<file path="src/hdl/ft_bridge_pkg.sv">
// Types, framing symbols, FIFO cycle timing and FSM states shared by all bridge modules
package ft_bridge_pkg;

	// ====================
	// Data types
	// ====================
	typedef logic [7:0]  byte_t;
	typedef logic [15:0] word_t;

	// ====================
	// Packet framing
	// ====================
	localparam byte_t HEADER_SYMBOL  = 8'h55;
	localparam int    HEADER_COUNT   = 12;
	localparam byte_t TRAILER_SYMBOL = 8'hAA;
	localparam int    TRAILER_COUNT  = 8;
	localparam byte_t ERROR_SYMBOL   = 8'hEE;
	// Length + service + trailer, i.e. a packet with no payload
	localparam int    MIN_LENGTH     = 12;

	// ====================
	// FT245R cycle timing
	// ====================
	// Read cycle ticks
	localparam int RD_STROBE_START = 2;
	localparam int RD_STROBE_STOP  = 12;
	localparam int RD_SAMPLE       = 9;
	localparam int RD_END          = 25;

	// Write cycle ticks
	localparam int WR_OE_START     = 2;
	localparam int WR_STROBE_START = 5;
	localparam int WR_STROBE_STOP  = 15;
	localparam int WR_OE_STOP      = 22;
	localparam int WR_END          = 25;

	// Receiver and reply FSM states
	typedef enum logic [2:0] {
		RX_HUNT, RX_LEN_LO, RX_LEN_HI, RX_SVC_LO, RX_SVC_HI, RX_BODY
	} rx_state_t;

	typedef enum logic [2:0] {
		TX_IDLE, TX_HEADER, TX_LENGTH, TX_SERVICE, TX_PAYLOAD, TX_TRAILER
	} tx_state_t;

endpackage

</file>
<file path="src/hdl/reply_sequencer.sv">
// Reply builder: paces write cycles and picks each reply byte from its frame position
`timescale 1ns/1ps

module reply_sequencer
	import ft_bridge_pkg::*;
#(
	parameter int RAM_ADDR_WIDTH = 10
)(
	input  logic                      clk,
	input  logic                      reset,
	input  word_t                     pkt_length,
	input  word_t                     pkt_service,
	input  logic                      pkt_error,
	input  logic                      pkt_done,
	input  logic                      ft_txe_n,
	input  logic                      tx_busy,
	output logic [RAM_ADDR_WIDTH-1:0] rd_addr,
	input  word_t                     rd_data,
	output byte_t                     tx_byte,
	output logic                      tx_start
);

	localparam word_t HDR_LAST    = word_t'(HEADER_COUNT - 1);
	localparam word_t TRL_LAST    = word_t'(TRAILER_COUNT - 1);
	// Length of a reply with no payload
	localparam word_t FRAME_BYTES = word_t'(MIN_LENGTH);

	tx_state_t  state;
	word_t      pos;
	word_t      reply_length;
	word_t      reply_service;
	word_t      payload_bytes;
	logic       txe_q;
	logic [1:0] gap_cnt;
	logic       fire;
	byte_t      next_byte;

	// Start a write once idle long enough and the FIFO has room
	assign fire = (state != TX_IDLE) && !tx_busy && !txe_q && (gap_cnt == 2'd2);

	// TXE# register and idle gap counter
	always_ff @(posedge clk) begin
		if (reset) begin
			txe_q   <= 1'b1;
			gap_cnt <= '0;
		end else begin
			txe_q <= ft_txe_n;
			if (tx_busy)
				gap_cnt <= '0;
			else if (gap_cnt != 2'd2)
				gap_cnt <= gap_cnt + 1'b1;
		end
	end

	// Byte for the current frame position
	always_comb begin
		case (state)
			TX_HEADER:  next_byte = HEADER_SYMBOL;
			TX_LENGTH:  next_byte = pos[0] ? reply_length[15:8] : reply_length[7:0];
			TX_SERVICE: next_byte = pos[0] ? reply_service[15:8] : reply_service[7:0];
			TX_PAYLOAD: next_byte = pos[0] ? rd_data[15:8] : rd_data[7:0];
			TX_TRAILER: next_byte = TRAILER_SYMBOL;
			default:    next_byte = '0;
		endcase
	end

	// ====================
	// Reply FSM
	// ====================
	always_ff @(posedge clk) begin
		if (reset) begin
			state    <= TX_IDLE;
			pos      <= '0;
			tx_start <= 1'b0;
			rd_addr  <= '0;
		end else begin
			tx_start <= fire;
			case (state)
				TX_IDLE: begin
					// New packets only between replies
					if (pkt_done) begin
						state   <= TX_HEADER;
						pos     <= '0;
						rd_addr <= '0;
					end
				end
				TX_HEADER: begin
					if (fire) begin
						if (pos == HDR_LAST) begin
							state <= TX_LENGTH;
							pos   <= '0;
						end else begin
							pos <= pos + 1'b1;
						end
					end
				end
				TX_LENGTH: begin
					if (fire) begin
						if (pos[0]) begin
							state <= TX_SERVICE;
							pos   <= '0;
						end else begin
							pos <= pos + 1'b1;
						end
					end
				end
				TX_SERVICE: begin
					if (fire) begin
						if (pos[0]) begin
							state <= (payload_bytes == '0) ? TX_TRAILER : TX_PAYLOAD;
							pos   <= '0;
						end else begin
							pos <= pos + 1'b1;
						end
					end
				end
				TX_PAYLOAD: begin
					if (fire) begin
						// High byte sent, fetch the next word ahead
						if (pos[0])
							rd_addr <= rd_addr + 1'b1;
						if (pos == (payload_bytes - 1'b1)) begin
							state <= TX_TRAILER;
							pos   <= '0;
						end else begin
							pos <= pos + 1'b1;
						end
					end
				end
				TX_TRAILER: begin
					if (fire) begin
						if (pos == TRL_LAST) begin
							state <= TX_IDLE;
							pos   <= '0;
						end else begin
							pos <= pos + 1'b1;
						end
					end
				end
				default: state <= TX_IDLE;
			endcase
		end
	end

	// Reply fields captured at packet end, error reply has no payload
	always_ff @(posedge clk) begin
		if ((state == TX_IDLE) && pkt_done) begin
			if (pkt_error) begin
				reply_length  <= FRAME_BYTES;
				reply_service <= {ERROR_SYMBOL, ERROR_SYMBOL};
				payload_bytes <= '0;
			end else begin
				reply_length  <= pkt_length;
				reply_service <= pkt_service;
				payload_bytes <= pkt_length - FRAME_BYTES;
			end
		end
		if (fire)
			tx_byte <= next_byte;
	end

endmodule

</file>
<file path="config.mk">
export PLATFORM = sky130hd
export DESIGN_NAME = reply_sequencer
export DESIGN_NICKNAME = d
export VERILOG_FILES = /design/src/hdl/ft_bridge_pkg.sv /design/src/hdl/reply_sequencer.sv
export SDC_FILE = /design/constraint.sdc
export NUM_CORES = 1
export LEC_CHECK = 0
export BUFFER_PORTS_ARGS = -buffer_cell sky130_fd_sc_hd__buf_4
export CORE_ASPECT_RATIO = 2
export CORE_MARGIN = 2
export CORE_UTILIZATION = 36
export CTS_CLUSTER_DIAMETER = 150
export DETAILED_ROUTE_END_ITERATION = 8
export GPL_TIMING_DRIVEN = 0
export PLACE_DENSITY = 0.57
export SLEW_MARGIN = 20
export SYNTH_ARGS = -nofsm -noshare
export SYNTH_HDL_FRONTEND = slang
export SYNTH_SLANG_ARGS = --single-unit
</file>
<file path="constraint.sdc">
create_clock -name clk -period 4.1 [get_ports clk]
set_input_delay 0.82 -clock clk [delete_from_list [all_inputs] [get_ports clk]]
set_output_delay 0.82 -clock clk [all_outputs]
set_load 0.005 [all_outputs]
</file>
### Yosys cells after proc, flatten, opt, wreduce, memory -nomap -nowiden

Index checks and enable logic that the tools add are counted.

* register bits: 89
* input bits: 54

* add/sub/neg operators: 5
* equal/unequal tests: 23
* muxes and demuxes: 31
* reductions and logical operators: 16

Operator list (number)
* $mux W16: 9
* $pmux W16 S5: 1
* $pmux W8 S5: 1
* $mux W3: 11
* $mux W10: 3
* $ne A2 B2 Y1 const B: 13
* $mux W8: 3
* $pmux W10 S2: 1
* $pmux W3 S6: 1
* $add A16 B1 Y16 const B: 1
* $eq A16 B16 Y1: 1
* $eq A16 B3 Y1 const B: 1
* $eq A16 B4 Y1 const B: 1
* $logic_not A16 Y1: 1
* $sub A16 B1 Y16 const B: 1
* $sub A16 B4 Y16 const B: 1
* $reduce_and A11 Y1: 1
* $add A10 B1 Y10 const B: 1
* $eq A3 B2 Y1 const B: 2
* $eq A3 B3 Y1 const B: 2
* $reduce_and A6 Y1: 1
* $reduce_bool A5 Y1: 1
* $logic_and A1 B1 Y1: 4
* $reduce_and A4 Y1: 1
* other kinds (10): 12

### Longest topological paths before layout

* word-level depth: 6
* depth in mapped cells: 12

### Worst setup path before layout

OpenSTA, ideal clock, no wires.

* path kind: input to register
* start: input port pkt_done
* end: register rd_addr[9]
* setup time: 0.072 ns
* data arrival time: 4.107 ns
* data required time: 4.028 ns
* slack: -0.079 ns
* stages on the path: 6
* path buffers: 0
* path through: or3b_1 -> nor2_1 -> a21o_1 -> nand4_1 -> or3_1 -> a21oi_1

* word-level cells in the longest chain between the ends: 2

RTL lines
* start: declaration: RTL line reply_sequencer.sv:14 `input logic pkt_done,`
* $ne A2 B2 Y1 (no source line)
* $reduce_and A4 Y1 (no source line)
* end signal: assignment: RTL line reply_sequencer.sv:121 `rd_addr <= rd_addr + 1'b1;`
* end: declaration: RTL line reply_sequencer.sv:17 `output logic [RAM_ADDR_WIDTH-1:0] rd_addr,`

Every way passes these cells.
A chain may end at the register's enable or synchronous reset.

==> impl_metrics.tcl <==
set metrics [dict create \
    synth_flop_cell "edfxtp_1" \
    holdWs_ns 0.494 \
    vias_per_cell 5.32 \
    syn_to_final_growth_pct 21.8 \
    syn_avg_cell_area_um2 9.38 \
    relSlewSlack_pct 45.6 \
    cts_tree "yes" \
    grt_max_degree 29 \
    status "finished clean" \
    yosys.cell_types.count 69 \
    maxCapViolCount 0 \
    grt_usage_pct 19.3 \
    numPortBuffers 71 \
    finalClockSkew_ns 0.00538 \
    setup_slack_ns 0.804 \
    finalCritPeriodShare_pct 80.4 \
    drive_gt1_share_pct 19.6 \
    diodes 0 \
    routedWlPerCell_um 17.2 \
    io_pins 73 \
    ir_drop_v 0.000218 \
    insertion_delay_ns 0.35 \
    ys_seq_elements 87 \
    cp.required_ns 4.33 \
    yosysSeqAreaShare_pct 44.3 \
    htreeDepth 3 \
    fin_nets 696 \
    setup_violations 0 \
    vias 4393 \
    die_area_mm2 0.0153 \
    core_mm2 0.0140 \
    gr-total-overflow 0 \
    postCtsResizedCells 0 \
    ys_async_sr_fraction_pct 0 \
    syn_nets 613 \
    tns_ns 0 \
    ys_warn_count 0 \
    drv_slew 0 \
    remaining_drc_errors 0 \
    stdcell_count 826 \
    clockBufferDepth 2 \
    syn_inst 549 \
    arrival_ns 3.53 \
    cp-end-kind "flip-flop" \
    path_clk_slew_ns 0.07 \
    cts_sinks 87 \
    num_rows 61 \
    numCtsBuffers 9 \
    critPathKind "reg2reg" \
    start_kind "flip-flop" \
    fmax_mhz 303 \
    grt_pass1_vias 4322 \
    critPathMaxFanout 10 \
    drtIter0Drc 210 \
    synth_top_cell_by_area "edfxtp_1" \
    dp_slack_ns 0.592 \
    hp-class "reg2reg" \
    place.gp.congestion 0.884 \
    post-route-min-period_ns 3.30 \
    placedCellCount 810 \
    layout_commonest_cell "buf_4" \
    yosysTopAreaCellShare_pct 31.5 \
    wl_mm 14.2 \
    die_y_um 173 \
    start_util_pct 36.9 \
    firstDrtPassIters 5 \
    hold_buffers 0 \
    die_w_um 88.6 \
    clock-root-buffer "clkbuf_16" \
    fillers 1368 \
    p_per_area_mw_per_mm2 367 \
    p_total_mw 2.30 \
    grt_setup_unrepaired "false" \
    p_leak_nw 2.31 \
    final_antenna_net_count 0 \
    grt_pass1_wl_mm 22.6 \
    rr_worst_depth 11 \
    synth_edf_count 54 \
    mostFrequentLayoutCells "buf_4 (71), edfxtp_1 (54), nand2_1 (53)" \
    synthTopCellsByArea "edfxtp_1 (32%), dfxtp_1 (13%), nand2_1 (3.9%)" \
    hold_viol_final 0 \
    cts_setup_buffers 0 \
    syn_area_mm2 0.00515 \
    antenna_found_initial 0 \
    tightest_slew_ns 0.810 \
    place_hpwl_mm 11.2 \
    whs_path_depth 2 \
]
[registers in the layout, indices dropped and copies added (netlist names)]
signal and cells:
gap_cnt 2, rd_addr 10, pos 16, reply_length 16, tx_byte 8, tx_start 1
reply_service 16, txe_q 1, state 3, payload_bytes 14
[path summary, 6_finish.rpt]
| check | startpoint | to | slack (ns) |
|---|---|---|---|
| max | reply_length[1] | pos[8] | 0.80 |
| min | rd_addr[9] | rd_addr[9] | 0.49 |
| max reg2reg | reply_length[1] | pos[8] | 0.80 |
| min reg2reg | rd_addr[9] | rd_addr[9] | 0.49 |
[area by class of cell]
class	instances	area [um2]	area share (%)
timing repair buffer	72	553	8.82
tap	189	236	3.77
inverter	14	52.6	0.838
buffer	30	130	2.08
clock inverter	7	101	1.62
clock buffer	9	225	3.59
sequential	87	2280	36.4
multi-input combinational	418	2690	42.9
[critical path, stage by stage, from the launching register on]
cell,delay (ns)
edfxtp_1,0.54
inv_1,0.13
ha_1,0.25
nor3b_2,0.56
nand2_1,0.17
nor4_1,0.27
xnor2_1,0.18
o211ai_1,0.30
o21a_4,0.33
buf_6,0.15
o221ai_1,0.22
nand2_1,0.07
[power breakdown]
| part | switching [mW] | total, mW | leakage [nW] | internal, mW |
|---|---|---|---|---|
| registers | 0.0382 | 1.03 | 0.777 | 0.995 |
| clock network | 0.373 | 0.915 | 0.160 | 0.542 |
| logic | 0.210 | 0.353 | 1.37 | 0.143 |
[per-layer routing]
layer | share of wire [%] | vias up | GRT usage, %
met1 | 37 | 2117 | 20.2
li1 | - | 2163 | -
met3 | 2.4 | 26 | 2.82
met5 | 0 | - | 0
met2 | 57 | 87 | 35.9
met4 | 3.9 | 0 | 9.15
[kinds of logic after synthesis]
family / Yosys count / share of synthesized area [%]
AOI/OAI and AO/OA: 112 / 15.3
xor gates and xnor gates: 37 / 6.30
adders and majority gates: 10 / 2.43
buffers and inverters: 44 / 3.55
DFF: 87 / 44.3
muxes: 9 / 2.07
and+or+nand+nor: 250 / 26.0
[per-stage QoR]
stage | area [um2] | util [%]
final | 6270 | 44.9
after global routing | 6270 | 44.9
after CTS | 6270 | 44.9
after detailed placement | 5940 | 42.6
after global placement | 5920 | 42.4
after floorplan | 5150 | -
[cells in the mapped netlist (6+ instances only)]
cell type and n:
a21oi_1 27, a221oi_1 16, and2_1 11, and3_1 9
clkbuf_1 24, dfxtp_1 33, edfxtp_1 54, ha_1 10
inv_1 13, nand2_1 53, nand2b_1 6, nand3_1 14
nand4_1 6, nor2_1 53, nor2b_1 29, nor3_1 18
nor4_1 6, o21ai_0 17, o221ai_1 7, or2_2 16
or3_1 9, xnor2_1 22, xor2_1 15
(Power assumes the default switching activity.)
