## src/hdl/ft_bridge_pkg.sv

```systemverilog
// Types, framing symbols, FIFO cycle timing and FSM states shared by all bridge modules
package ft_bridge_pkg;

	// ====================
	// Data types
	// ====================
	typedef logic [7:0]  byte_t;
	typedef logic [15:0] word_t;

	// ====================
	// Packet framing
	// ====================
	localparam byte_t HEADER_SYMBOL  = 8'h55;
	localparam int    HEADER_COUNT   = 12;
	localparam byte_t TRAILER_SYMBOL = 8'hAA;
	localparam int    TRAILER_COUNT  = 8;
	localparam byte_t ERROR_SYMBOL   = 8'hEE;
	// Length + service + trailer, i.e. a packet with no payload
	localparam int    MIN_LENGTH     = 12;

	// ====================
	// FT245R cycle timing
	// ====================
	// Read cycle ticks
	localparam int RD_STROBE_START = 2;
	localparam int RD_STROBE_STOP  = 12;
	localparam int RD_SAMPLE       = 9;
	localparam int RD_END          = 25;

	// Write cycle ticks
	localparam int WR_OE_START     = 2;
	localparam int WR_STROBE_START = 5;
	localparam int WR_STROBE_STOP  = 15;
	localparam int WR_OE_STOP      = 22;
	localparam int WR_END          = 25;

	// Receiver and reply FSM states
	typedef enum logic [2:0] {
		RX_HUNT, RX_LEN_LO, RX_LEN_HI, RX_SVC_LO, RX_SVC_HI, RX_BODY
	} rx_state_t;

	typedef enum logic [2:0] {
		TX_IDLE, TX_HEADER, TX_LENGTH, TX_SERVICE, TX_PAYLOAD, TX_TRAILER
	} tx_state_t;

endpackage

```

## src/hdl/packet_receiver.sv

```systemverilog
// Packet parser: finds header and trailer, checks length rules and stores payload words
`timescale 1ns/1ps

module packet_receiver
	import ft_bridge_pkg::*;
#(
	parameter int RAM_ADDR_WIDTH = 10
)(
	input  logic                      clk,
	input  logic                      reset,
	input  byte_t                     rx_byte,
	input  logic                      rx_valid,
	output logic [RAM_ADDR_WIDTH-1:0] wr_addr,
	output word_t                     wr_data,
	output logic                      wr_en,
	output word_t                     pkt_length,
	output word_t                     pkt_service,
	output logic                      pkt_error,
	output logic                      pkt_done,
	output logic                      packet_active
);

	// Payload capacity in bytes
	localparam int         RAM_BYTES = 2 * (2 ** RAM_ADDR_WIDTH);
	localparam logic [3:0] HDR_LAST  = 4'(HEADER_COUNT - 1);
	localparam logic [2:0] TRL_LAST  = 3'(TRAILER_COUNT - 1);

	rx_state_t                 state;
	logic [3:0]                hdr_cnt;
	logic [2:0]                trl_cnt;
	word_t                     byte_cnt;
	byte_t                     len_lo;
	byte_t                     svc_lo;
	byte_t                     data_lo;
	word_t                     len_full;
	logic                      len_bad;
	logic                      in_payload;
	logic [RAM_ADDR_WIDTH-1:0] word_addr;

	// Length as soon as its high byte arrives
	assign len_full = {rx_byte, len_lo};

	// Too short, odd, or payload larger than the RAM
	assign len_bad = (int'(len_full) < MIN_LENGTH) || len_full[0] ||
		((int'(len_full) - MIN_LENGTH) > RAM_BYTES);

	// Byte index still before the trailer
	assign in_payload = (byte_cnt < (pkt_length - word_t'(TRAILER_COUNT)));

	assign packet_active = (state != RX_HUNT);

	// ====================
	// Framing FSM
	// ====================
	always_ff @(posedge clk) begin
		if (reset) begin
			state     <= RX_HUNT;
			hdr_cnt   <= '0;
			trl_cnt   <= '0;
			byte_cnt  <= '0;
			word_addr <= '0;
			pkt_error <= 1'b0;
			pkt_done  <= 1'b0;
			wr_en     <= 1'b0;
		end else begin
			pkt_done <= 1'b0;
			wr_en    <= 1'b0;
			if (rx_valid) begin
				// Bytes after the header
				if (state != RX_HUNT)
					byte_cnt <= byte_cnt + 1'b1;
				case (state)
					RX_HUNT: begin
						// Consecutive header symbols only
						if (rx_byte == HEADER_SYMBOL) begin
							if (hdr_cnt == HDR_LAST) begin
								state     <= RX_LEN_LO;
								hdr_cnt   <= '0;
								trl_cnt   <= '0;
								byte_cnt  <= '0;
								word_addr <= '0;
								pkt_error <= 1'b0;
							end else begin
								hdr_cnt <= hdr_cnt + 1'b1;
							end
						end else begin
							hdr_cnt <= '0;
						end
					end
					RX_LEN_LO: state <= RX_LEN_HI;
					RX_LEN_HI: begin
						if (len_bad)
							pkt_error <= 1'b1;
						state <= RX_SVC_LO;
					end
					RX_SVC_LO: state <= RX_SVC_HI;
					RX_SVC_HI: state <= RX_BODY;
					RX_BODY: begin
						// More bytes than the length allows
						if (byte_cnt >= pkt_length)
							pkt_error <= 1'b1;
						// Odd index holds the high byte of a word
						if (!pkt_error && in_payload && byte_cnt[0]) begin
							wr_en     <= 1'b1;
							word_addr <= word_addr + 1'b1;
						end
						if (rx_byte == TRAILER_SYMBOL) begin
							if (trl_cnt == TRL_LAST) begin
								pkt_done <= 1'b1;
								state    <= RX_HUNT;
								trl_cnt  <= '0;
							end else begin
								trl_cnt <= trl_cnt + 1'b1;
							end
						end else begin
							trl_cnt <= '0;
						end
					end
					default: state <= RX_HUNT;
				endcase
			end
		end
	end

	// Field and payload registers
	always_ff @(posedge clk) begin
		if (rx_valid) begin
			case (state)
				RX_LEN_LO: len_lo <= rx_byte;
				RX_LEN_HI: pkt_length <= len_full;
				RX_SVC_LO: svc_lo <= rx_byte;
				RX_SVC_HI: pkt_service <= {rx_byte, svc_lo};
				RX_BODY: begin
					// Low byte first, word completes on the high byte
					if (!byte_cnt[0]) begin
						data_lo <= rx_byte;
					end else begin
						wr_data <= {rx_byte, data_lo};
						wr_addr <= word_addr;
					end
				end
				default: ;
			endcase
		end
	end

endmodule

```

## config.mk

```make
export PLATFORM = sky130hd
export DESIGN_NAME = packet_receiver
export DESIGN_NICKNAME = d
export VERILOG_FILES = /design/src/hdl/ft_bridge_pkg.sv /design/src/hdl/packet_receiver.sv
export SDC_FILE = /design/constraint.sdc
export NUM_CORES = 1
export LEC_CHECK = 0
export BUFFER_PORTS_ARGS = -buffer_cell sky130_fd_sc_hd__buf_2
export CAP_MARGIN = 0
export CORE_MARGIN = 4
export CORE_UTILIZATION = 60
export CTS_CLUSTER_DIAMETER = 100
export DETAILED_ROUTE_END_ITERATION = 8
export GPL_TIMING_DRIVEN = 0
export PLACE_DENSITY = 0.93
export SKIP_LAST_GASP = 1
export SLEW_MARGIN = 0
export SYNTH_ARGS = -nofsm -noshare
export SYNTH_HDL_FRONTEND = slang
export SYNTH_SLANG_ARGS = --single-unit
```

## constraint.sdc

```tcl
create_clock -name clk -period 7.5 [get_ports clk]
set_clock_uncertainty 0.15 [all_clocks]
set_input_delay 0.375 -clock clk [delete_from_list [all_inputs] [get_ports clk]]
set_output_delay 0.375 -clock clk [all_outputs]
set_load 0.005 [all_outputs]
```

* Word-level counts from Yosys, hierarchy flattened
Cells that the tools add are included.
** Operators by class
- Equality and inequality tests :: 16
- Multiplexer cells :: 27
- Bitwise gates (word level) :: 4
- Reductions and logical operators :: 22
- $add $sub $neg :: 6
- $lt $le $gt $ge :: 4
** Operators by type and width (number)
- two-way mux 16 bit :: 4
- two-way mux 10 bit :: 3
- two-way mux 3 bit :: 8
- case mux 10 bit (2 select lines) :: 1
- case mux 3 bit (6 select lines) :: 1
- > comparator 17 x 13 -> 1 bit, second input constant :: 1
- subtractor 16 x 4 -> 17 bit, second input constant :: 1
- adder 16 x 1 -> 16 bit, second input constant :: 1
- >= comparator 16 bit :: 1
- less-than comparator 16 bit :: 1
- less-than comparator 16 x 4 -> 1 bit, second input constant :: 1
- subtractor 16 x 4 -> 16 bit, second input constant :: 1
- != test 2 bit, second input constant :: 7
- adder 10 x 1 -> 10 bit, second input constant :: 1
- AND reduction 2 bit :: 5
- AND reduction 5 bit :: 2
- == test 3 bit, second input constant :: 3
- == test 8 x 7 -> 1 bit, second input constant :: 1
- == test 8 bit, second input constant :: 1
- two-way mux 4 bit :: 2
- == test 3 x 2 -> 1 bit, second input constant :: 2
- two-way mux 1 bit :: 6
- case mux 3 bit (2 select lines) :: 1
- AND reduction 3 bit :: 2
- 16 further kinds :: 22
** Word-level totals
- Bits in registers :: 121
- Input bits :: 11
- Logic and storage cells :: 94
- Output and inout port bits :: 62

* Longest topological paths before layout
- Word-level depth :: 6
- Gate-level depth with buffers :: 14
- Gate-level depth less buffers :: 14

* Worst setup path after synthesis
No wires, ideal clock.
- Kind :: register to register
- From :: register state[0]
- To :: register wr_addr[0] (enable)
- Data required time :: 6908 ps
- Path buffers :: 1
- Setup time :: 442 ps
- Path slack :: 4518 ps
- Period minus slack after synthesis :: 2982 ps
- Cell stages (with the launch flop) :: 4
- Arrival time :: 2391 ps
- Cells stage by stage :: dfxtp_1 buf_2 nand3b_4 nor3_1
** On the way
- Word-level cells in the longest chain between the ends :: 2
** Ends and longest elaborated chain
- start, declared :: line packet_receiver.sv:28 : rx_state_t state;
- start signal, assigned :: line packet_receiver.sv:57 : state <= RX_HUNT;
- start signal, assigned :: line packet_receiver.sv:77 : state <= RX_LEN_LO;
- start signal, assigned :: line packet_receiver.sv:90 : RX_LEN_LO: state <= RX_LEN_HI;
- == test 3 bit :: line packet_receiver.sv:128 : case (state)
- AND reduction 3 bit (no source line)
- end signal, assigned :: line packet_receiver.sv:139 : wr_addr <= word_addr;
- end, declared :: line packet_receiver.sv:13 : output logic [RAM_ADDR_WIDTH-1:0] wr_addr,
Every way passes these cells.
A chain may end at the register's enable or synchronous reset.

* Worst setup path after layout
- From :: register pkt_length[5]
- To :: register word_addr[7]
** On the way
- Word-level cells in the longest chain between the ends :: 6
** Ends and longest elaborated chain
- start, declared :: line packet_receiver.sv:16 : output word_t pkt_length,
- start signal, assigned :: line packet_receiver.sv:130 : RX_LEN_HI: pkt_length <= len_full;
- subtractor 16 x 4 -> 16 bit :: line packet_receiver.sv:48 : assign in_payload = (byte_cnt < (pkt_length - word_t'(TRAILER_COUNT)));
- less-than comparator 16 bit :: line packet_receiver.sv:48
- logical AND 1 bit (2 in a row) :: line packet_receiver.sv:103 : if (!pkt_error && in_payload && byte_cnt[0]) begin
- != test 2 bit (no source line)
- AND reduction 5 bit (no source line)
- end signal, assigned :: line packet_receiver.sv:105 : word_addr <= word_addr + 1'b1;
- end, declared :: line packet_receiver.sv:38 : logic [RAM_ADDR_WIDTH-1:0] word_addr;
Every way passes these cells.

==> results.json <==
{
  "cts_buffers": 17,
  "gp_congestion": 0.8917,
  "drive_gt1_share_pct": 23.05,
  "final.setup.tns_ns": 0,
  "ff2ff_path_depth": 13,
  "synth_area_leaders": "edfxtp_1 (45%), dfxtp_1 (14%), ha_1 (8.1%)",
  "core_area_um2": 8763,
  "leakage_nw": 2.514,
  "area_growth_pct": 19.99,
  "synth_area_um2": 5415,
  "yosysTopAreaCell": "edfxtp_1",
  "fillers": 489,
  "synth-compound-area-share_pct": 8.572,
  "wl_per_cell_um": 22.02,
  "path_common_cell": "nand3_1",
  "cpMaxStageDelayCell": "or4_4",
  "synthSimpleGateAreaFrac_pct": 16.15,
  "dr.pass1.iters": 5,
  "routed_wl_um": 14510,
  "cp.required_ns": 7.80,
  "yosys.area_share.xor_xnor_pct": 4.529,
  "setup.worst_path.start": "pkt_length[5]$_DFFE_PP_",
  "synthCells": 445,
  "grt_pass1_wl_um": 22590,
  "grt_overflow": 0,
  "maxSlewHeadroom_pct": 17.71,
  "ioPinCount": 73,
  "grt_setup_unrepaired": "no",
  "die_x_um": 103,
  "synth_edf_count": 82,
  "cp_top_family": "simple AND/OR/NAND/NOR gates",
  "synth_top_family_by_area": "simple AND/OR/NAND/NOR gates",
  "worstMarginPinSlew_ns": 1.225,
  "final_util_pct": 74.14,
  "ys_warn_count": 0,
  "cts.sinks": 121,
  "first_global_vias": 4231,
  "die_h_um": 103,
  "place_hpwl_um": 9262,
  "route.detailed.drc": 0,
  "hp-class": "in -> reg",
  "peakVddDrop_v": 0.0002079,
  "rrSetupSlack_ns": 3.82,
  "drt_iter0_drc": 390,
  "worstSkewPairLatency_ns": 0.53,
  "finalNetCount": 584,
  "endpoint_kind": "register",
  "max_freq_ghz": 0.2720,
  "clk_pin_slew_ns": 0.06,
  "antenna_found_initial": 0,
  "hold_buffers": 0,
  "ys_ff_latch": 121,
  "ys.flop_type": "edfxtp_1",
  "drv_cap": 0,
  "synth.avg_cell_area_um2": 12.17,
  "p_total_mw": 1.551,
  "fin_crit_ns": 3.677,
  "dieArea_um2": 10610,
  "slew_violations": 0,
  "syn-num-nets": 491,
  "crit_type": "reg -> reg",
  "cts_tree": "done",
  "cts_root_buffer": "clkbuf_8",
  "async_reset_ff_share_pct": 0,
  "hold_viol_final": 0,
  "cts.path.max_buffers": 2,
  "placementRows": 34,
  "grt_start_max_net_pins": 17,
  "diodes": 0,
  "setup_viol": 0,
  "crit_end": "word_addr[7]$_SDFFE_PP0P_",
  "cts_resized": 0,
  "timing.final.crit_share_pct": 49.02,
  "synth-adder-area-share_pct": 8.087,
  "regToRegEndpoint": "word_addr[7]$_SDFFE_PP0P_",
  "critPathArrivalTime_ns": 3.98,
  "yosysSeqAreaShare_pct": 59.89,
  "post-synth-top-count-cell": "edfxtp_1",
  "status": "finished clean",
  "cp-start-kind": "register",
  "viasPerCell": 6.384,
  "power_density_nw_per_um2": 238.6,
  "htreeDepth": 4,
  "worstPathMaxFanout": 9,
  "synth_top_cell_area_share_pct": 45.47,
  "cts_setup_buffers": 0,
  "synthMuxAreaShare_pct": 0.2079,
  "initial_core_util_pct": 61.79,
  "yosys-top-cells-count": "edfxtp_1 (82), dfxtp_1 (39), nor2_1 (39)",
  "ant_nets": 0,
  "whs_ns": 0.02661,
  "vias": 4207,
  "io_buffers": 71,
  "cp_num_buf_inv": 1,
  "path_depth": 13,
  "yosysUniqueCellTypes": 57,
  "crit_chain": "inv_1, nand3_1, nor2_1, nand3_1, nor3_1, xnor2_1, ha_1, or4_4, nor2_2, a31oi_4, a211oi_1, nand4b_1, a21oi_1",
  "r2r-start": "pkt_length[5]$_DFFE_PP_",
  "max_stage_delay_ns": 0.51,
  "groute.usage.overall_pct": 29.06
}
-- stage by stage --
stage                     cells  worst slack [ns]  area (um2)
after floorplan             445             4.518        5415
after global placement      624             3.819        5906
after detailed placement    627             4.023        5949
after CTS                   659             3.917        6490
after global routing        659             3.702        6497
final                       659             3.823        6497
-- metal layers --
metal  wire, um  GRT usage (%)  part of all wire [%]
met5          0              0                     0
met1       5164          33.14                    36
met3       1184          6.698                   8.2
met2       7532          50.67                    52
met4        629          15.24                   4.3
-- cells by family after synthesis --
group,Yosys count
buf+inv,34
simple gates,155
compound gates,71
xor+xnor,28
fa+ha+maj,35
mux,1
flops,121
-- sequential cells by signal (all words and copies together) (netlist names), 3 cells and up --
signal / count
byte_cnt: 16
data_lo: 8
pkt_length: 16
word_addr: 10
svc_lo: 8
wr_addr: 10
hdr_cnt: 4
wr_data: 16
len_lo: 8
state: 3
pkt_service: 16
trl_cnt: 3
-- layout by cell type, fill, tap and decap left out, drive strengths merged, types with 4 or more instances in the layout --
| cell type | Yosys | layout |
|---|---|---|
| nand2b | 6 | 6 |
| buf | 4 | 78 |
| nor4 | 5 | 5 |
| xnor2 | 19 | 19 |
| clkinv | 0 | 7 |
| edfxtp | 82 | 82 |
| dfxtp | 39 | 39 |
| nand4 | 11 | 11 |
| or3 | 4 | 4 |
| ha | 35 | 35 |
| nand2 | 27 | 27 |
| and4 | 4 | 4 |
| nor2 | 41 | 41 |
| nor3 | 17 | 17 |
| and3 | 5 | 5 |
| a211oi | 4 | 4 |
| a21oi | 33 | 33 |
| nand3 | 11 | 11 |
| nor4b | 4 | 4 |
| inv | 24 | 27 |
| clkbuf | 6 | 24 |
| xor2 | 9 | 9 |
| o21ai | 15 | 15 |
-- cell type report --
cell class | count | area [um2] | area share (%)
sequential | 121 | 3243 | 49.91
clock inverter | 14 | 122.6 | 1.887
clock buffer | 18 | 417.9 | 6.432
inverter | 24 | 90.09 | 1.386
multi-input combinational | 290 | 2051 | 31.56
tap | 108 | 135.1 | 2.080
buffer | 10 | 48.80 | 0.7510
timing repair buffer | 74 | 389.1 | 5.989
-- where the power goes --
part	total, mW	internal [mW]	switching [mW]
clock	0.756	0.440	0.317
sequential	0.726	0.717	0.00827
combinational	0.0685	0.0213	0.0472
total	1.55	1.18	0.372
-- worst min-delay path by stage --
stage	startpoint	endpoint	slack (ns)	depth (start not counted)
floorplan	svc_lo[0]$_DFFE_PP_	pkt_service[0]$_DFFE_PP_	0.25	0
global placement	data_lo[5]$_DFFE_PP_	wr_data[5]$_DFFE_PP_	0.25	0
detailed placement	svc_lo[5]$_DFFE_PP_	pkt_service[5]$_DFFE_PP_	0.25	0
CTS	rx_byte[6]	pkt_service[14]$_DFFE_PP_	0.02	1
global route	rx_byte[7]	svc_lo[7]$_DFFE_PP_	0.02	1
finish	rx_byte[7]	pkt_service[15]$_DFFE_PP_	0.03	1
Power figures use the tool's default switching activity.
