<file path="src/hdl/ft_bridge_pkg.sv">
// Types, framing symbols, FIFO cycle timing and FSM states shared by all bridge modules
package ft_bridge_pkg;

	// ====================
	// Data types
	// ====================
	typedef logic [7:0]  byte_t;
	typedef logic [15:0] word_t;

	// ====================
	// Packet framing
	// ====================
	localparam byte_t HEADER_SYMBOL  = 8'h55;
	localparam int    HEADER_COUNT   = 12;
	localparam byte_t TRAILER_SYMBOL = 8'hAA;
	localparam int    TRAILER_COUNT  = 8;
	localparam byte_t ERROR_SYMBOL   = 8'hEE;
	// Length + service + trailer, i.e. a packet with no payload
	localparam int    MIN_LENGTH     = 12;

	// ====================
	// FT245R cycle timing
	// ====================
	// Read cycle ticks
	localparam int RD_STROBE_START = 2;
	localparam int RD_STROBE_STOP  = 12;
	localparam int RD_SAMPLE       = 9;
	localparam int RD_END          = 25;

	// Write cycle ticks
	localparam int WR_OE_START     = 2;
	localparam int WR_STROBE_START = 5;
	localparam int WR_STROBE_STOP  = 15;
	localparam int WR_OE_STOP      = 22;
	localparam int WR_END          = 25;

	// Receiver and reply FSM states
	typedef enum logic [2:0] {
		RX_HUNT, RX_LEN_LO, RX_LEN_HI, RX_SVC_LO, RX_SVC_HI, RX_BODY
	} rx_state_t;

	typedef enum logic [2:0] {
		TX_IDLE, TX_HEADER, TX_LENGTH, TX_SERVICE, TX_PAYLOAD, TX_TRAILER
	} tx_state_t;

endpackage

</file>
<file path="src/hdl/ft_write_port.sv">
// FIFO write side: one timed write cycle per byte with WR strobe and data output enable
`timescale 1ns/1ps

module ft_write_port
	import ft_bridge_pkg::*;
(
	input  logic  clk,
	input  logic  reset,
	input  byte_t tx_byte,
	input  logic  tx_start,
	output logic  tx_busy,
	output logic  ft_wr,
	output byte_t ft_data_out,
	output logic  ft_data_oe
);

	// Output flops switch one tick ahead of the tick they show
	localparam logic [4:0] OE_ON      = 5'(WR_OE_START - 1);
	localparam logic [4:0] OE_OFF     = 5'(WR_OE_STOP - 1);
	localparam logic [4:0] STROBE_ON  = 5'(WR_STROBE_START - 1);
	localparam logic [4:0] STROBE_OFF = 5'(WR_STROBE_STOP - 1);
	localparam logic [4:0] CYCLE_END  = 5'(WR_END);

	logic       wr_active;
	logic [4:0] tick;

	// Busy from the start pulse to the end of the cycle
	assign tx_busy = wr_active | tx_start;

	// ====================
	// Write cycle timer
	// ====================
	always_ff @(posedge clk) begin
		if (reset) begin
			wr_active  <= 1'b0;
			tick       <= '0;
			ft_wr      <= 1'b0;
			ft_data_oe <= 1'b0;
		end else begin
			if (tx_start && !wr_active) begin
				wr_active <= 1'b1;
				tick      <= '0;
			end else if (wr_active) begin
				if (tick == CYCLE_END) begin
					wr_active <= 1'b0;
					tick      <= '0;
				end else begin
					tick <= tick + 1'b1;
				end
			end
			// Output enable window
			if (wr_active && (tick == OE_ON))
				ft_data_oe <= 1'b1;
			else if (tick == OE_OFF)
				ft_data_oe <= 1'b0;
			// WR strobe, inside the enable window
			if (wr_active && (tick == STROBE_ON))
				ft_wr <= 1'b1;
			else if (tick == STROBE_OFF)
				ft_wr <= 1'b0;
		end
	end

	// Data held for the whole cycle
	always_ff @(posedge clk) begin
		if (tx_start && !wr_active)
			ft_data_out <= tx_byte;
	end

endmodule

</file>
<file path="config.mk">
export PLATFORM = sky130hd
export DESIGN_NAME = ft_write_port
export DESIGN_NICKNAME = d
export VERILOG_FILES = /design/src/hdl/ft_bridge_pkg.sv /design/src/hdl/ft_write_port.sv
export SDC_FILE = /design/constraint.sdc
export NUM_CORES = 1
export LEC_CHECK = 0
export BUFFER_PORTS_ARGS = -buffer_cell sky130_fd_sc_hd__buf_2
export CAP_MARGIN = 0
export CORE_AREA = 3 3 44 46
export DETAILED_ROUTE_END_ITERATION = 8
export DIE_AREA = 0 0 47 49
export GPL_TIMING_DRIVEN = 1
export PLACE_DENSITY = 0.77
export SLEW_MARGIN = 20
export SYNTH_ARGS = -nofsm -noshare
export SYNTH_HDL_FRONTEND = slang
export SYNTH_SLANG_ARGS = --single-unit
</file>
<file path="constraint.sdc">
create_clock -name clk -period 1.3 [get_ports clk]
set_input_delay 0.195 -clock clk [delete_from_list [all_inputs] [get_ports clk]]
set_output_delay 0.195 -clock clk [all_outputs]
set_load 0.005 [all_outputs]
</file>
# Word level (Yosys, flattened, before mapping)
# Index checks and enable logic that the tools add are counted.
# totals
reg_bits	16
inputBits	11
elab_cells	27
# classes
addsub	1
eq_ne	5
muxes	8
bitwise_logic	1
reduce_logical	7
# op_table
operator	count
5-bit equality test, second input constant	2
1-bit two-way mux	7
5-bit by 1-bit adder with 5-bit output, second input constant	1
5-bit by 1-bit equality test with 1-bit output, second input constant	1
5-bit by 3-bit equality test with 1-bit output, second input constant	1
5-bit by 4-bit equality test with 1-bit output, second input constant	1
5-bit two-way mux	1
2-bit nonzero test	2
1-bit logical AND	3
2-bit OR reduction	1
1-bit logical NOT	1
1-bit bitwise OR	1

# Depth between registers and ports, before layout
# Gate-level depths: netlist of the first run.
# logic_depth
ltp_word	4
depth_mapped	5

# Worst setup path before layout of the first run
# OpenSTA, ideal clock, no wires.
# synth_timing
path_kind	flip-flop to flip-flop
from	register tick[1]
to	register tick[2]
arrival_time_ns	1.077
path_slack_ns	0.132
path_stages_with_launch	6
period_less_slack_ns	1.168
cell_sequence	dfxtp_1 > inv_1 > ha_1 > nand4b_1 > a31oi_1 > a311oi_1
# synth_via
elab_chain_cells	2
# synth_rtl
item	line	rtl
from (decl)	ft_write_port.sv:25	logic [4:0] tick;
from (signal assigned)	ft_write_port.sv:48	tick <= tick + 1'b1;
5-bit by 1-bit adder with 5-bit output or 5-bit equality test (tied branches)	ft_write_port.sv:48, ft_write_port.sv:44	
5-bit two-way mux *	ft_write_port.sv:44	if (tick == CYCLE_END) begin
# Mark *: on every way between the ends. The rest lies on a longest branch, timed or not.
# A chain may end at the register's enable or synchronous reset.

# Worst setup path in the final report of the first run
# layout_timing
from	register wr_active
to	output port tx_busy
# layout_via
elab_chain_cells	1
# layout_rtl
item	line	rtl
from (decl)	ft_write_port.sv:24	logic wr_active;
from (signal assigned)	ft_write_port.sv:35	wr_active <= 1'b0;
from (signal assigned)	ft_write_port.sv:41	wr_active <= 1'b1;
from (signal assigned)	ft_write_port.sv:45	wr_active <= 1'b0;
1-bit bitwise OR	ft_write_port.sv:28	assign tx_busy = wr_active | tx_start;
to (decl)	ft_write_port.sv:11	output logic tx_busy,
# Every way passes these cells.

==> metrics, run 1 <==
leakage 0.3491 nW; routability congestion estimate ~0.83; outcome completed; placed wire-length estimate 1.027 mm; Max-Cap Viols 0; die area 2303 sq um; Seq/Total Area, Yosys about 55%; worst skew pair latency approximately 270 ps; worst setup path class register to primary output; ys async rst share 0%; Max Fclk approximately 790 MHz; initial DRC count 4; Primary FF master, synth edfxtp_1; Setup Viol. Count Final 0; area leader, netlist edfxtp_1; vias in the first global route around 520; H-tree lvl count 1; synth unique cells 28; CTS Sinks 16; DR WL/cell ~14 microns; Crit. End Element primary output; Worst Path Arrival 1060 ps; CTS clk-pin slew, worst paths approximately 90 ps; Vias around 550; flops & latches, synth 16; First-pass DRT Iterations 2; PortBufs 21; final critical-path share of the clock period 96.81%; Total Routed Length around 1.4 mm; Root Driver clkbuf_4; Post-Layout Cell Count 100; EDFF count, synth 8; Ys Warns 0; DRT antenna net count 0; most common cell after layout, fill and taps aside buf_2; Net Count, Synth 74; Setup Skew slightly below 6 ps; largest net degree at the start of global routing 11; slew margin rel. between 70% and 80%; ant diodes 0; I/O Pins 22; Synth area leaders edfxtp_1 33%, dfxtp_1 22%, ha_1 6.9%; synth-to-layout area growth 20.45%; fin nets about 100; pre-CTS WS about 28 ps; crit path max fanout 6; final worst setup slack just over 40 ps; Startpoint Class register; die height between 40 and 50 microns; Fin. Hold Viols 0; Setup TNS Final 0 ps; clock tree from TritonCTS done; slowest cell on the critical path dfxtp_4; first-pass GRT wire length approximately 2.1 mm; highest-count cells in the layout ignoring fill and taps 21 x buf_2, 8 x edfxtp_1, 6 x dfxtp_1; slew at the pin closest to its max-slew limit roughly 310 ps; total grt overflow 0; Peak VDD IR ~480 uV; Post-Syn Instances just under 60; Tmin final 1258 ps; PD cells 1038 nW/um^2; Placed Cells 96; Worst path max stage delay around 370 ps; initial antenna violation count 0; RSZ-0062 raised after global routing false; layout cells sized above 1 about two fifths; worst min path class primary input to register; Pins Over Slew Limit 0; TritonCTS Buffers 3; WP buf/inv 1; # fillers approximately 140; Via density about 5.5; core area around 1500 sq um; Synth top area share between 30% and 40%; Top Family by Delay on Critical Path flip-flops; # DRC 0; Starting Density between 40% and 50%; mean area per synthesized cell about 12 sq um; worst-path cell chain or2_2 > buf_2; Longest Clk Path Bufs 2; Rows 14; Tot GR Track Use around an eighth; Synth Cell Area 728.2 sq um; Die Wd roughly 47 microns; Worst Path Required 1110 ps
## registers in the layout (all words and copies together), names as in the netlist
name,cells
wr_active,1
ft_data_out,8
ft_data_oe,1
ft_wr,1
tick,5
## cells in the mapped netlist, drive strengths merged, types with 2 or more instances
library cell and n:
a21oi 5, a31oi 2, buf 3, dfxtp 8, edfxtp 8, ha 4, inv 3, nand2 3
nand2b 3, nand3 2, nand4b 2, or3b 2
## timing repair
action | in CTS | in global routing
setup endpoints to repair | 0 | 8
gates resized for setup | 0 | 7
hold buffers | 0 | 0
buffers inserted | 0 | 1
## metrics by stage
stage	hold WS, ps	utilization, %	instance area [sq um]	power (mW)
2_1_floorplan	264.1	-	728.2	0.6278
3_3_place_gp	371.9	54.06	833.3	0.6710
3_5_place_dp	374.2	54.06	833.3	0.6754
4_1_cts	90.59	55.52	855.8	0.9105
5_1_grt	80.20	56.90	877.1	0.9552
6_report	92.41	56.90	877.1	0.9103
## layout make-up
class / instances / area [sq um] / share of cell area, %
flip-flops and latches: 16 / 407.9 / 46.50
multi-input cells: 37 / 280.3 / 31.95
repair buffers: 25 / 135.1 / 15.41
clock buffers: 3 / 22.52 / 2.568
well taps: 16 / 20.02 / 2.282
inverters: 3 / 11.26 / 1.284
## power breakdown
part           internal [mW]  leakage [nW]  switching [mW]
Combinational         0.0493         0.192          0.0484
Clock                  0.107        0.0138           0.135
Sequential             0.557         0.143          0.0137
## per-layer routing
layer | GRT usage [%] | wire length [microns]
met4 | 4.147 | 7
met3 | 4.428 | 136
met2 | 19.46 | 635
met1 | 15.03 | 576
met5 | 0 | 0
## kinds of logic (layout without fill, tap and decap cells)
logic type,count (synthesis),in the layout,share of synthesized area [%]
adders and majority gates,4,4,6.873
DFF,16,16,54.98
and+or+nand+nor,20,20,19.59
buffers and inverters,6,31,7.388
AOI/OAI and AO/OA,13,13,11.17
## worst reg2reg max path, cell delays in order, from the launching register on
cell and delay (ps):
dfxtp_1 320, inv_1 70, ha_2 200, nand4b_1 230
a31oi_1 200, a311oi_1 60
## final timing paths
path,endpoint,slack (ps),from,depth (start not counted)
worst min-delay path,ft_data_out[7]$_DFFE_PP_,90,tx_byte[7],1
worst min register to register,ft_data_oe$_SDFFE_PP0P_,480,ft_data_oe$_SDFFE_PP0P_,2
worst max register to register,tick[2]$_SDFFE_PP0P_,120,tick[1]$_SDFFE_PP0P_,5
worst max-delay path,tx_busy,40,wr_active$_SDFF_PP0_,2
Note: power is estimated with default switching activity, not from simulation.
==> inputs of run 2 (changes only) <==
==> constraint.sdc (replaced) <==
create_clock -name clk -period 1.3 [get_ports clk]
set_input_delay 0.195 -clock clk [delete_from_list [all_inputs] [get_ports clk]]
set_output_delay 0.195 -clock clk [all_outputs]
set_load 0.05 [all_outputs]
==> run 2 against run 1 <==
Compared with the run above:
- critical path depth up 1
- fmax up 1.1%
- routed wire length up 2.1%
- non-clock buffer count unchanged
- worst hold slack about the same
- global-route usage up 0.29 points
- setup slack better by 14 ps
- flip-flop and latch count unchanged
- sequential power about the same
- die area unchanged
- final cell count unchanged
- clock power about the same
==> metrics, run 2 (synthesis gave the netlist of run 1 again) <==
crit path max fanout 8 (was 6); highest-count cells in the layout ignoring fill and taps 20 x buf_2, 8 x edfxtp_1, 6 x dfxtp_1 (was 21 x buf_2, 8 x edfxtp_1, 6 x dfxtp_1); Max-Cap Viols 0 (unchanged); power share of the clock group 24.5% (was 26.6%); Via density 5.560 (was 5.530); logic gate share of total power 18.4% (was 10.7%); Worst Path Arrival 1200 ps (was 1060 ps); Rows 14 (unchanged); Max Fclk 803.5 MHz (was 794.6 MHz); Starting Density 47.24% (unchanged); core area 1541 sq um (unchanged); Worst Path Required 1250 ps (was 1110 ps); slew at the pin closest to its max-slew limit 306.8 ps (was 306.3 ps); placed wire-length estimate 1.027 mm (unchanged); # DRC 0 (unchanged); NetSw 0.2734 mW (was 0.1973 mW); Peak VDD IR 505.6 uV (was 477.2 uV); DRT antenna net count 0 (unchanged); worst setup path class register to register (was register to primary output); Net Sw Frac 27.51% (was 21.67%); initial antenna violation count 0 (unchanged); outcome completed (unchanged); worst min path class primary input to register (unchanged); slew margin rel. 79.52% (was 79.55%); # fillers 134 (was 135); most common cell after layout, fill and taps aside buf_2 (unchanged); CTS Sinks 16 (unchanged); sequential share of power 57.2% (was 62.7%); Pins Over Slew Limit 0 (unchanged); Vias 556 (was 553); vias in the first global route 537 (was 517); most flop-heavy register ft_data_out (unchanged); routability congestion estimate 0.8312 (unchanged); Pint 0.7203 mW (was 0.7130 mW); # hold bufs at CTS 0 (unchanged); Die Wd 47 microns (unchanged); first-pass GRT wire length 2.208 mm (was 2.145 mm); layout cells sized above 1 41.67% (unchanged); initial DRC count 9 (was 4); largest net degree at the start of global routing 11 (unchanged); Longest Clk Path Bufs 2 (unchanged); die area 2303 sq um (unchanged); Startpoint Class register (unchanged); PD cells 1117 nW/um^2 (was 1038 nW/um^2); Root Driver clkbuf_4 (unchanged); Setup Skew 5.331 ps (was 5.888 ps); PortBufs 21 (unchanged); H-tree lvl count 1 (unchanged); final critical-path share of the clock period 95.74% (was 96.81%); Fin. Hold Viols 0 (unchanged); RSZ-0062 raised after global routing false (unchanged); fin nets 101 (unchanged); Tot GR Track Use 12.62% (was 12.32%); Setup TNS Final 0 ps (unchanged); I/O Pins 22 (unchanged); die height 49 microns (unchanged); ant diodes 0 (unchanged); worst skew pair latency 270 ps (about the same); Regs by FF count ft_data_out x8, tick x5 (unchanged); CTS clk-pin slew, worst paths 90 ps (about the same); max reg flops 8 (unchanged); clock tree from TritonCTS done (unchanged); total grt overflow 0 (unchanged); Crit. End Element register (was primary output); Setup Viol. Count Final 0 (unchanged); First-pass DRT Iterations 4 (was 2); synth-to-layout area growth 22.16% (was 20.45%); leakage 0.3538 nW (was 0.3491 nW); Tmin final 1245 ps (was 1258 ps); Total Routed Length 1.383 mm (was 1.355 mm); Post-Layout Cell Count 100 (unchanged); DR WL/cell 13.83 microns (was 13.55 microns); Placed Cells 96 (unchanged); TritonCTS Buffers 3 (unchanged)
[run 2: cell counts in the layout (fill, tap and decap cells not counted)]
No cell type changed its count.
[run 2: final cells by class]
cell class                 instances  area, sq um  area share, %
inverter                           3        11.26          1.266
tap                               16        20.02          2.250
timing repair buffer              25        145.1          16.32
sequential                        16        407.9          45.85
multi-input combinational         37        282.8          31.79
clock buffer                       3        22.52          2.532
[run 2: metal layers]
layer	wire length (microns)	up-vias	global-route usage, %
met1	576	260	15.07
met5	0	-	0
li1	-	270	-
met2	648	24	20.36
met4	9	0	4.147
met3	148	2	4.428
[run 2: timing repair]
| action | 4_1_cts | 5_1_grt |
|---|---|---|
| gates cloned | 0 | 0 |
| setup buffers | 1 | 0 |
| resized for setup | 4 | 7 |
| pin swaps | 0 | 2 |
| setup endpoints to repair | 1 | 8 |
[run 2: final timing paths]
kind                                              start                       end  slack [ps]  depth (start not counted)
worst min-delay path                         tx_byte[7]  ft_data_out[7]$_DFFE_PP_          90                          1
worst max-delay path               wr_active$_SDFF_PP0_  ft_data_out[0]$_DFFE_PP_          60                          3
worst max register to register     wr_active$_SDFF_PP0_  ft_data_out[0]$_DFFE_PP_          60                          3
worst min register to register  ft_data_oe$_SDFFE_PP0P_   ft_data_oe$_SDFFE_PP0P_         480                          2
[run 2: power by group through the flow]
stage | registers, mW | clock network (mW) | logic, mW
floorplan | 0.651 | 0 | 0.0520
global placement | 0.583 | 0 | 0.162
detailed placement | 0.584 | 0 | 0.165
CTS | 0.568 | 0.247 | 0.177
global route | 0.573 | 0.267 | 0.197
finish | 0.568 | 0.243 | 0.182
[run 2: per-stage QoR]
stage	hold WS (ps)	power [mW]	setup slack [ps]	area, sq um	utilization (%)
final	92.64	0.9937	55.44	889.6	57.71
after detailed placement	374.2	0.7495	27.59	833.3	54.06
after global placement	371.9	0.7452	85.73	833.3	54.06
after floorplan	264.1	0.7028	131.8	728.2	-
after CTS	90.66	0.9920	22.76	873.3	56.66
after global routing	80.44	1.037	7.477	889.6	57.71
[run 2: worst max-delay path: stages, from the launching register on]
cell and delay (ps):
dfxtp_4 350, buf_4 150, nand2b_1 180, inv_1 250
